**config.mk**
```make
export PLATFORM = sky130hd
export DESIGN_NAME = dct_row_top
export DESIGN_NICKNAME = d
export VERILOG_FILES = /design/src/hw/dct_pkg.sv /design/src/hw/dct_row_top.sv /design/src/hw/dct_mac.sv /design/src/hw/dct_butterfly_seq.sv /design/src/hw/dct_row_buffer.sv
export SDC_FILE = /design/constraint.sdc
export NUM_CORES = 2
export LEC_CHECK = 0
export BUFFER_PORTS_ARGS = -buffer_cell sky130_fd_sc_hd__clkbuf_2
export CAP_MARGIN = 10
export CORE_MARGIN = 2
export CORE_UTILIZATION = 55
export CTS_CLUSTER_SIZE = 40
export DETAILED_ROUTE_END_ITERATION = 16
export GPL_TIMING_DRIVEN = 0
export PLACE_DENSITY = 0.71
export SYNTH_ARGS = -nofsm -noshare
export SYNTH_HDL_FRONTEND = slang
export SYNTH_SLANG_ARGS = --single-unit
```
**constraint.sdc**
```tcl
create_clock -name clk_i -period 13.06 [get_ports clk_i]
set_clock_uncertainty 0.2 [all_clocks]
set_input_delay 1.959 -clock clk_i [delete_from_list [all_inputs] [get_ports clk_i]]
set_output_delay 1.959 -clock clk_i [all_outputs]
set_load 0.01 [all_outputs]
```
**src/hw/dct_pkg.sv**
```systemverilog
`default_nettype none

package dct_pkg;

  localparam int PX_WIDTH         = 8;
  localparam int ROW_LEN          = 8;
  localparam int HALF_LEN         = ROW_LEN / 2;
  localparam int IDX_WIDTH        = 3;
  localparam int OPND_WIDTH       = PX_WIDTH + 2;  // holds x_i + x_7-i and x_i - x_7-i.
  localparam int COEF_FRACT_WIDTH = 10;
  localparam int COEF_WIDTH       = 12;
  localparam int PROD_WIDTH       = 22;
  localparam int ACC_WIDTH        = 24;
  localparam int OUT_WIDTH        = 12;

  // products, pair sums, final sum with rounding.
  localparam int MAC_LATENCY      = 3;

  typedef logic        [PX_WIDTH - 1 : 0]   px_t;
  typedef logic signed [OPND_WIDTH - 1 : 0] opnd_t;
  typedef logic signed [COEF_WIDTH - 1 : 0] coef_t;
  typedef logic signed [PROD_WIDTH - 1 : 0] prod_t;
  typedef logic signed [ACC_WIDTH - 1 : 0]  acc_t;
  typedef logic signed [OUT_WIDTH - 1 : 0]  out_t;

  // half of one output step, so ties go towards plus infinity after the shift.
  localparam acc_t ROUND_BIAS = acc_t'( 1 << ( COEF_FRACT_WIDTH - 1 ) );

  // Row k is the output index and column i the butterfly term.
  // Each entry is a_k * cos((2i+1) k pi / 16) scaled by 1024.
  // Even rows weight the sums and odd rows the differences.
  localparam coef_t COEF_TABLE [ROW_LEN][HALF_LEN] = '{
    '{  12'sd362,  12'sd362,  12'sd362,  12'sd362 },
    '{  12'sd502,  12'sd426,  12'sd284,  12'sd100 },
    '{  12'sd473,  12'sd196, -12'sd196, -12'sd473 },
    '{  12'sd426, -12'sd100, -12'sd502, -12'sd284 },
    '{  12'sd362, -12'sd362, -12'sd362,  12'sd362 },
    '{  12'sd284, -12'sd502,  12'sd100,  12'sd426 },
    '{  12'sd196, -12'sd473,  12'sd473, -12'sd196 },
    '{  12'sd100, -12'sd284,  12'sd426, -12'sd502 }
  };

endpackage

`default_nettype wire
```
**src/hw/dct_row_top.sv**
```systemverilog
`timescale 1ns/1ps
`default_nettype none

module dct_row_top (
  input  logic                              clk_i,
  input  logic                              rst_i,
  input  logic                              px_valid_i,
  input  dct_pkg::px_t                      px_data_i,
  output logic                              coef_valid_o,
  output dct_pkg::out_t                     coef_data_o,
  output logic [dct_pkg::IDX_WIDTH - 1 : 0] coef_index_o
);

logic                                        row_valid;
dct_pkg::px_t   [dct_pkg::ROW_LEN - 1 : 0]   row_px;
logic                                        opnd_valid;
dct_pkg::opnd_t [dct_pkg::HALF_LEN - 1 : 0]  opnd;
dct_pkg::coef_t [dct_pkg::HALF_LEN - 1 : 0]  coef;
logic [dct_pkg::IDX_WIDTH - 1 : 0]           opnd_index;

dct_row_buffer i_row_buffer (
  .clk_i        ( clk_i        ),
  .rst_i        ( rst_i        ),
  .px_valid_i   ( px_valid_i   ),
  .px_data_i    ( px_data_i    ),
  .row_valid_o  ( row_valid    ),
  .row_px_o     ( row_px       )
);

dct_butterfly_seq i_butterfly_seq (
  .clk_i        ( clk_i        ),
  .rst_i        ( rst_i        ),
  .row_valid_i  ( row_valid    ),
  .row_px_i     ( row_px       ),
  .opnd_valid_o ( opnd_valid   ),
  .opnd_o       ( opnd         ),
  .coef_o       ( coef         ),
  .opnd_index_o ( opnd_index   )
);

dct_mac i_mac (
  .clk_i        ( clk_i        ),
  .rst_i        ( rst_i        ),
  .opnd_valid_i ( opnd_valid   ),
  .opnd_i       ( opnd         ),
  .coef_i       ( coef         ),
  .opnd_index_i ( opnd_index   ),
  .coef_valid_o ( coef_valid_o ),
  .coef_data_o  ( coef_data_o  ),
  .coef_index_o ( coef_index_o )
);

endmodule

`default_nettype wire

```
**src/hw/dct_mac.sv**
```systemverilog
`timescale 1ns/1ps
`default_nettype none

module dct_mac (
  input  logic                                        clk_i,
  input  logic                                        rst_i,
  input  logic                                        opnd_valid_i,
  input  dct_pkg::opnd_t [dct_pkg::HALF_LEN - 1 : 0]  opnd_i,
  input  dct_pkg::coef_t [dct_pkg::HALF_LEN - 1 : 0]  coef_i,
  input  logic [dct_pkg::IDX_WIDTH - 1 : 0]           opnd_index_i,
  output logic                                        coef_valid_o,
  output dct_pkg::out_t                               coef_data_o,
  output logic [dct_pkg::IDX_WIDTH - 1 : 0]           coef_index_o
);

dct_pkg::prod_t                         prod_q [dct_pkg::HALF_LEN];
dct_pkg::acc_t                          pair_q [2];
dct_pkg::acc_t                          acc_sum;
logic [dct_pkg::MAC_LATENCY - 1 : 0]    valid_d;
logic [dct_pkg::MAC_LATENCY - 1 : 0][dct_pkg::IDX_WIDTH - 1 : 0] index_d;

// Stage 1 forms the four signed products.
always_ff @( posedge clk_i )
  for( int i = 0; i < dct_pkg::HALF_LEN; i++ )
    prod_q[i] <= dct_pkg::prod_t'( $signed( opnd_i[i] ) ) *
                 dct_pkg::prod_t'( $signed( coef_i[i] ) );

// Stage 2 forms the pair sums.
always_ff @( posedge clk_i )
  for( int j = 0; j < 2; j++ )
    pair_q[j] <= dct_pkg::acc_t'( prod_q[2 * j] ) + dct_pkg::acc_t'( prod_q[2 * j + 1] );

// Adding the bias and keeping the bits above the fraction is the same as
// (sum + 512) >>> 10 for every value the table can produce.
assign acc_sum = pair_q[0] + pair_q[1] + dct_pkg::ROUND_BIAS;

always_ff @( posedge clk_i )
  coef_data_o <= acc_sum[dct_pkg::COEF_FRACT_WIDTH +: dct_pkg::OUT_WIDTH];

// Valid and index ride alongside the data, one entry per stage.
always_ff @( posedge clk_i, posedge rst_i )
  if( rst_i )
    begin
      valid_d <= '0;
      index_d <= '0;
    end
  else
    begin
      valid_d <= { valid_d[dct_pkg::MAC_LATENCY - 2 : 0], opnd_valid_i };
      index_d <= { index_d[dct_pkg::MAC_LATENCY - 2 : 0], opnd_index_i };
    end

assign coef_valid_o = valid_d[dct_pkg::MAC_LATENCY - 1];
assign coef_index_o = index_d[dct_pkg::MAC_LATENCY - 1];

// an unknown here means a valid reached the output without a full operand set.
coef_data_known : assert property (
  @( posedge clk_i ) disable iff ( rst_i )
  coef_valid_o |-> !$isunknown( coef_data_o )
);

endmodule

`default_nettype wire

```
**src/hw/dct_butterfly_seq.sv**
```systemverilog
`timescale 1ns/1ps
`default_nettype none

module dct_butterfly_seq (
  input  logic                                        clk_i,
  input  logic                                        rst_i,
  input  logic                                        row_valid_i,
  input  dct_pkg::px_t  [dct_pkg::ROW_LEN - 1 : 0]    row_px_i,
  output logic                                        opnd_valid_o,
  output dct_pkg::opnd_t [dct_pkg::HALF_LEN - 1 : 0]  opnd_o,
  output dct_pkg::coef_t [dct_pkg::HALF_LEN - 1 : 0]  coef_o,
  output logic [dct_pkg::IDX_WIDTH - 1 : 0]           opnd_index_o
);

dct_pkg::opnd_t                    sum_q  [dct_pkg::HALF_LEN];
dct_pkg::opnd_t                    diff_q [dct_pkg::HALF_LEN];
logic [dct_pkg::IDX_WIDTH - 1 : 0] idx_cnt;
logic                              busy;

// Fold the row once per row, x_i against x_(7-i).
always_ff @( posedge clk_i )
  if( row_valid_i )
    for( int i = 0; i < dct_pkg::HALF_LEN; i++ )
      begin
        sum_q[i]  <= $signed( { 2'b00, row_px_i[i] } ) +
                     $signed( { 2'b00, row_px_i[dct_pkg::ROW_LEN - 1 - i] } );
        diff_q[i] <= $signed( { 2'b00, row_px_i[i] } ) -
                     $signed( { 2'b00, row_px_i[dct_pkg::ROW_LEN - 1 - i] } );
      end

// A new row may restart the counter on the cycle that issues index 7.
always_ff @( posedge clk_i, posedge rst_i )
  if( rst_i )
    begin
      busy    <= 1'b0;
      idx_cnt <= '0;
    end
  else
    if( row_valid_i )
      begin
        busy    <= 1'b1;
        idx_cnt <= '0;
      end
    else
      if( busy )
        begin
          idx_cnt <= idx_cnt + 1'b1;
          if( &idx_cnt )
            busy <= 1'b0;   // last coefficient of the row issued.
        end

always_ff @( posedge clk_i, posedge rst_i )
  if( rst_i )
    begin
      opnd_valid_o <= 1'b0;
      opnd_index_o <= '0;
    end
  else
    begin
      opnd_valid_o <= busy;
      if( busy )
        opnd_index_o <= idx_cnt;
    end

// even k takes the sums, odd k the differences.
always_ff @( posedge clk_i )
  if( busy )
    for( int i = 0; i < dct_pkg::HALF_LEN; i++ )
      begin
        opnd_o[i] <= idx_cnt[0] ? diff_q[i] : sum_q[i];
        coef_o[i] <= dct_pkg::COEF_TABLE[idx_cnt][i];
      end

row_not_while_busy : assert property (
  @( posedge clk_i ) disable iff ( rst_i )
  row_valid_i |-> ( !busy || ( &idx_cnt ) )
);

endmodule

`default_nettype wire

```
**src/hw/dct_row_buffer.sv**
```systemverilog
`timescale 1ns/1ps
`default_nettype none

module dct_row_buffer (
  input  logic                                      clk_i,
  input  logic                                      rst_i,
  input  logic                                      px_valid_i,
  input  dct_pkg::px_t                              px_data_i,
  output logic                                      row_valid_o,
  output dct_pkg::px_t [dct_pkg::ROW_LEN - 1 : 0]   row_px_o
);

dct_pkg::px_t [dct_pkg::ROW_LEN - 1 : 0] half_q [2];
logic [dct_pkg::IDX_WIDTH - 1 : 0]       px_cnt;
logic                                    fill_sel;   // half currently being written.
logic                                    row_done;

// the eighth accepted pixel closes a row.
assign row_done = px_valid_i && ( &px_cnt );

always_ff @( posedge clk_i, posedge rst_i )
  if( rst_i )
    px_cnt <= '0;
  else
    if( px_valid_i )
      px_cnt <= px_cnt + 1'b1;

always_ff @( posedge clk_i, posedge rst_i )
  if( rst_i )
    fill_sel <= 1'b0;
  else
    if( row_done )
      fill_sel <= !fill_sel;

always_ff @( posedge clk_i, posedge rst_i )
  if( rst_i )
    row_valid_o <= 1'b0;
  else
    row_valid_o <= row_done;

always_ff @( posedge clk_i )
  if( px_valid_i )
    half_q[fill_sel][px_cnt] <= px_data_i;

// The locked half stays put while the other one fills.
assign row_px_o = half_q[!fill_sel];

// a row takes eight accepted pixels, so two pulses can never touch.
row_valid_single : assert property (
  @( posedge clk_i ) disable iff ( rst_i )
  row_valid_o |=> !row_valid_o
);

endmodule

`default_nettype wire

```
==> impl_metrics.py <==
metrics = {
    "global_route": {
        "grt_pass1_wl_um": 114000,
        "antenna_found_initial": 1,
        "grt_pass1_vias": 23034,
        "grt_max_degree": 77,
        "grt_usage_pct": 22.07,
        "overflow": 0,
    },
    "routing": {
        "wl_per_cell_um": 16.37,
        "drc": 0,
        "dr.max_layer_used": "met4",
        "dr.pass1.iters": 7,
        "routed_via_density": 5.256,
        "ant_nets": 0,
        "wl_met2_um": 32420,
        "initialDrtViolationCount": 1111,
        "wl_met3_um": 3062,
        "drt-met1-wl_um": 29780,
        "vias": 21719,
        "wl_um": 67630,
    },
    "worst_setup_path": {
        "critical_path_peak_fanout": 10,
        "start_kind": "flip-flop",
        "cp.required_ns": 13.32,
        "arrival_ns": 6.67,
        "crit_type": "flip-flop to flip-flop",
        "crit_path_end_kind": "flip-flop",
    },
    "sta": {
        "maxSlewHeadroom_pct": 29.00,
        "timing.fmax_ghz": 0.1559,
        "drv_slew": 0,
        "period_share_pct": 49.10,
        "hold_viol": 0,
        "worstMarginPinSlew_ns": 1.057,
        "setup_viol": 0,
        "rsz0062_at_grt": "no",
        "fin_crit_ns": 6.413,
        "fin_setup_tns_ns": 0,
    },
    "yosys": {
        "synth-seq-cells": 439,
        "syn_area_per_cell_um2": 10.84,
        "synth-edff-count": 270,
        "async_reset_ff_share_pct": 5.695,
        "synthFlopType": "edfxtp_1",
        "yosysSeqAreaShare_pct": 33.67,
        "yosysWarnings": 0,
        "syn_area_um2": 34500,
        "synth_cell_types": 62,
        "syn_inst": 3182,
        "synthesis.nets": 3930,
    },
    "floorplanning": {
        "die_w_um": 254.5,
        "rows": 91,
        "coreArea_um2": 61830,
        "io-pin-count": 27,
        "dieArea_um2": 64740,
        "start_util_pct": 55.80,
        "die_h_um": 254.5,
    },
    "layout": {
        "nNetsFinal": 4007,
        "antenna_cells": 0,
        "fin_cells": 4132,
        "multi_input_area_um2": 20380,
        "area.sequential_um2": 11620,
        "drive_gt1_share_pct": 5.584,
        "area_growth_pct": 8.363,
        "fill_cells": 5049,
    },
    "placement": {
        "io_buffer_count": 25,
        "dp_hpwl_um": 54370,
        "gp_congestion": 0.8847,
        "dp_cells": 4045,
    },
    "clock_tree": {
        "clkSinkCount": 439,
        "h-tree-depth": 2,
        "cts_max_path_buffers": 3,
        "cts_buffers": 47,
        "clkTransAtPathRegs_ns": 0.06,
        "cts-hold-fix-buffers": 0,
        "tritoncts": "built",
        "clock-root-buffer": "clkbuf_16",
        "ctsResizeCount": 0,
        "clk_latency_ns": 0.60,
        "post_cts_buffers": 0,
    },
    "status": {
        "status": "finished, final reports clean",
    },
    "job": {
        "maxCapViolations": 0,
    },
    "min_path": {
        "min_path_type": "flip-flop to flip-flop",
    },
}
cell usage in the layout, fill, tap and decap left out, drive strengths merged, types with 11 or more instances in the layout:
master / netlist / routed
dfxtp: 144 / 144
a21o: 54 / 54
a21oi: 118 / 118
nand3: 24 / 24
and2: 177 / 177
ha: 378 / 378
edfxtp: 270 / 270
dfrtp: 25 / 25
o21ai: 64 / 64
mux2: 64 / 64
mux2i: 43 / 43
and3: 15 / 15
o21a: 20 / 20
buf: 10 / 11
inv: 572 / 575
nand2b: 28 / 28
nand2: 233 / 233
clkinv: 0 / 13
o21bai: 35 / 35
nor2b: 44 / 44
nor2: 114 / 114
xor2: 50 / 50
xnor2: 120 / 120
fa: 359 / 359
nor3: 30 / 30
clkbuf: 82 / 164
state kept, by name (all words and copies together), names as in the netlist, 12 cells and up:
| register | count |
|---|---|
| i_butterfly_seq.coef_o | 34 |
| i_butterfly_seq.diff_q | 36 |
| i_butterfly_seq.opnd_o | 40 |
| i_butterfly_seq.sum_q | 32 |
| i_mac.coef_data_o | 12 |
| i_mac.pair_q | 44 |
| i_mac.prod_q | 88 |
| i_row_buffer.half_q | 128 |
kinds of logic (layout without fill, tap and decap cells):
| group | count (synthesis) | in the layout | synth area share [%] |
|---|---|---|---|
| xor gates and xnor gates | 170 | 170 | 4.316 |
| muxes | 107 | 107 | 3.337 |
| adders and majority gates | 737 | 737 | 34.54 |
| AOI/OAI and AO/OA | 366 | 366 | 6.862 |
| buffers and inverters | 664 | 777 | 7.257 |
| DFF | 439 | 439 | 33.67 |
| and+or+nand+nor | 699 | 699 | 10.02 |
critical path, cell delays in order, from the launching register on:
cell and delay (ns):
edfxtp_1 0.36, clkbuf_1 0.53, clkbuf_1 0.48, nand2_1 0.15, fa_1 0.52, fa_1 0.51
inv_1 0.05, fa_1 0.45, fa_1 0.49, inv_1 0.05, fa_1 0.47, inv_1 0.04
ha_1 0.32, nor2_1 0.08, nor2_1 0.10, o41ai_1 0.11, o21a_1 0.27, o21ai_0 0.30
nor3_1 0.11, o41ai_1 0.34, xor2_1 0.37
per-layer routing:
layer  track usage (%)  vias to the layer above
li1                  -                    10458
met3             3.337                       93
met1             28.99                    10738
met2             37.25                      430
met4             8.034                        0
met5                 0                        -
Yosys cell counts (all sizes together), types with 6 or more instances:
cell | count | area share (%)
dfrtp | 25 | 1.8
xnor2 | 120 | 3.0
mux2 | 64 | 2.1
nor2b | 44 | 0.80
a211o | 6 | 0.15
ha | 378 | 14
a21oi | 118 | 1.7
o21ai | 64 | 0.93
mux2i | 43 | 1.2
edfxtp | 270 | 24
xor2 | 50 | 1.3
clkbuf | 82 | 0.89
dfxtp | 144 | 8.4
nand2 | 233 | 2.5
and2 | 177 | 3.2
or3 | 6 | 0.11
a21o | 54 | 1.2
fa | 359 | 21
nand2b | 28 | 0.51
nor4 | 8 | 0.15
a211oi | 10 | 0.22
o21bai | 35 | 0.76
nor3 | 30 | 0.44
nor2 | 114 | 1.2
buf | 10 | 0.14
o21a | 20 | 0.44
and3 | 15 | 0.27
a31oi | 10 | 0.18
nand3 | 24 | 0.35
inv | 572 | 6.2
final timing paths:
path                                                   end                                  from  slack [ns]  depth (start not counted)
setup / recovery               i_mac.prod_q[3][20]$_DFF_P_  i_butterfly_seq.coef_o[38]$_DFFE_PP_        6.65                         20
hold / removal             i_mac.coef_index_o[1]$_DFF_PP0_            i_mac.index_d[4]$_DFF_PP0_        0.15                          0
setup reg to reg               i_mac.prod_q[3][20]$_DFF_P_  i_butterfly_seq.coef_o[38]$_DFFE_PP_        6.65                         20
hold reg to reg            i_mac.coef_index_o[1]$_DFF_PP0_            i_mac.index_d[4]$_DFF_PP0_        0.15                          0
max in group asynchronous   i_butterfly_seq.busy$_DFF_PP0_                                 rst_i       10.52                          2
min in group asynchronous       i_mac.valid_d[2]$_DFF_PP0_                                 rst_i        1.39                          2
through the flow:
stage / utilization [%] / hold slack (ns) / cell area [um2] / worst slack, ns
after floorplan: - / 0.1312 / 34500 / 7.651
after global placement: 57.70 / 0.1371 / 35670 / 6.746
after detailed placement: 57.74 / 0.1378 / 35700 / 6.713
after CTS: 60.44 / 0.1503 / 37370 / 6.684
after global routing: 60.47 / 0.1608 / 37380 / 6.296
final: 60.47 / 0.1477 / 37380 / 6.647
layout make-up:
| class | count | share of cell area, % |
|---|---|---|
| multi-input cells | 2079 | 54.51 |
| flip-flops and latches | 439 | 31.09 |
| inverters | 572 | 5.743 |
| clock buffers | 55 | 3.310 |
| well taps | 837 | 2.801 |
| clock inverters | 30 | 1.165 |
| plain buffers | 92 | 0.9538 |
| repair buffers | 28 | 0.4284 |
Power is left out: the tool's default activity adds up to more than one toggle a clock period on the data nets, which glitch-free logic cannot reach.
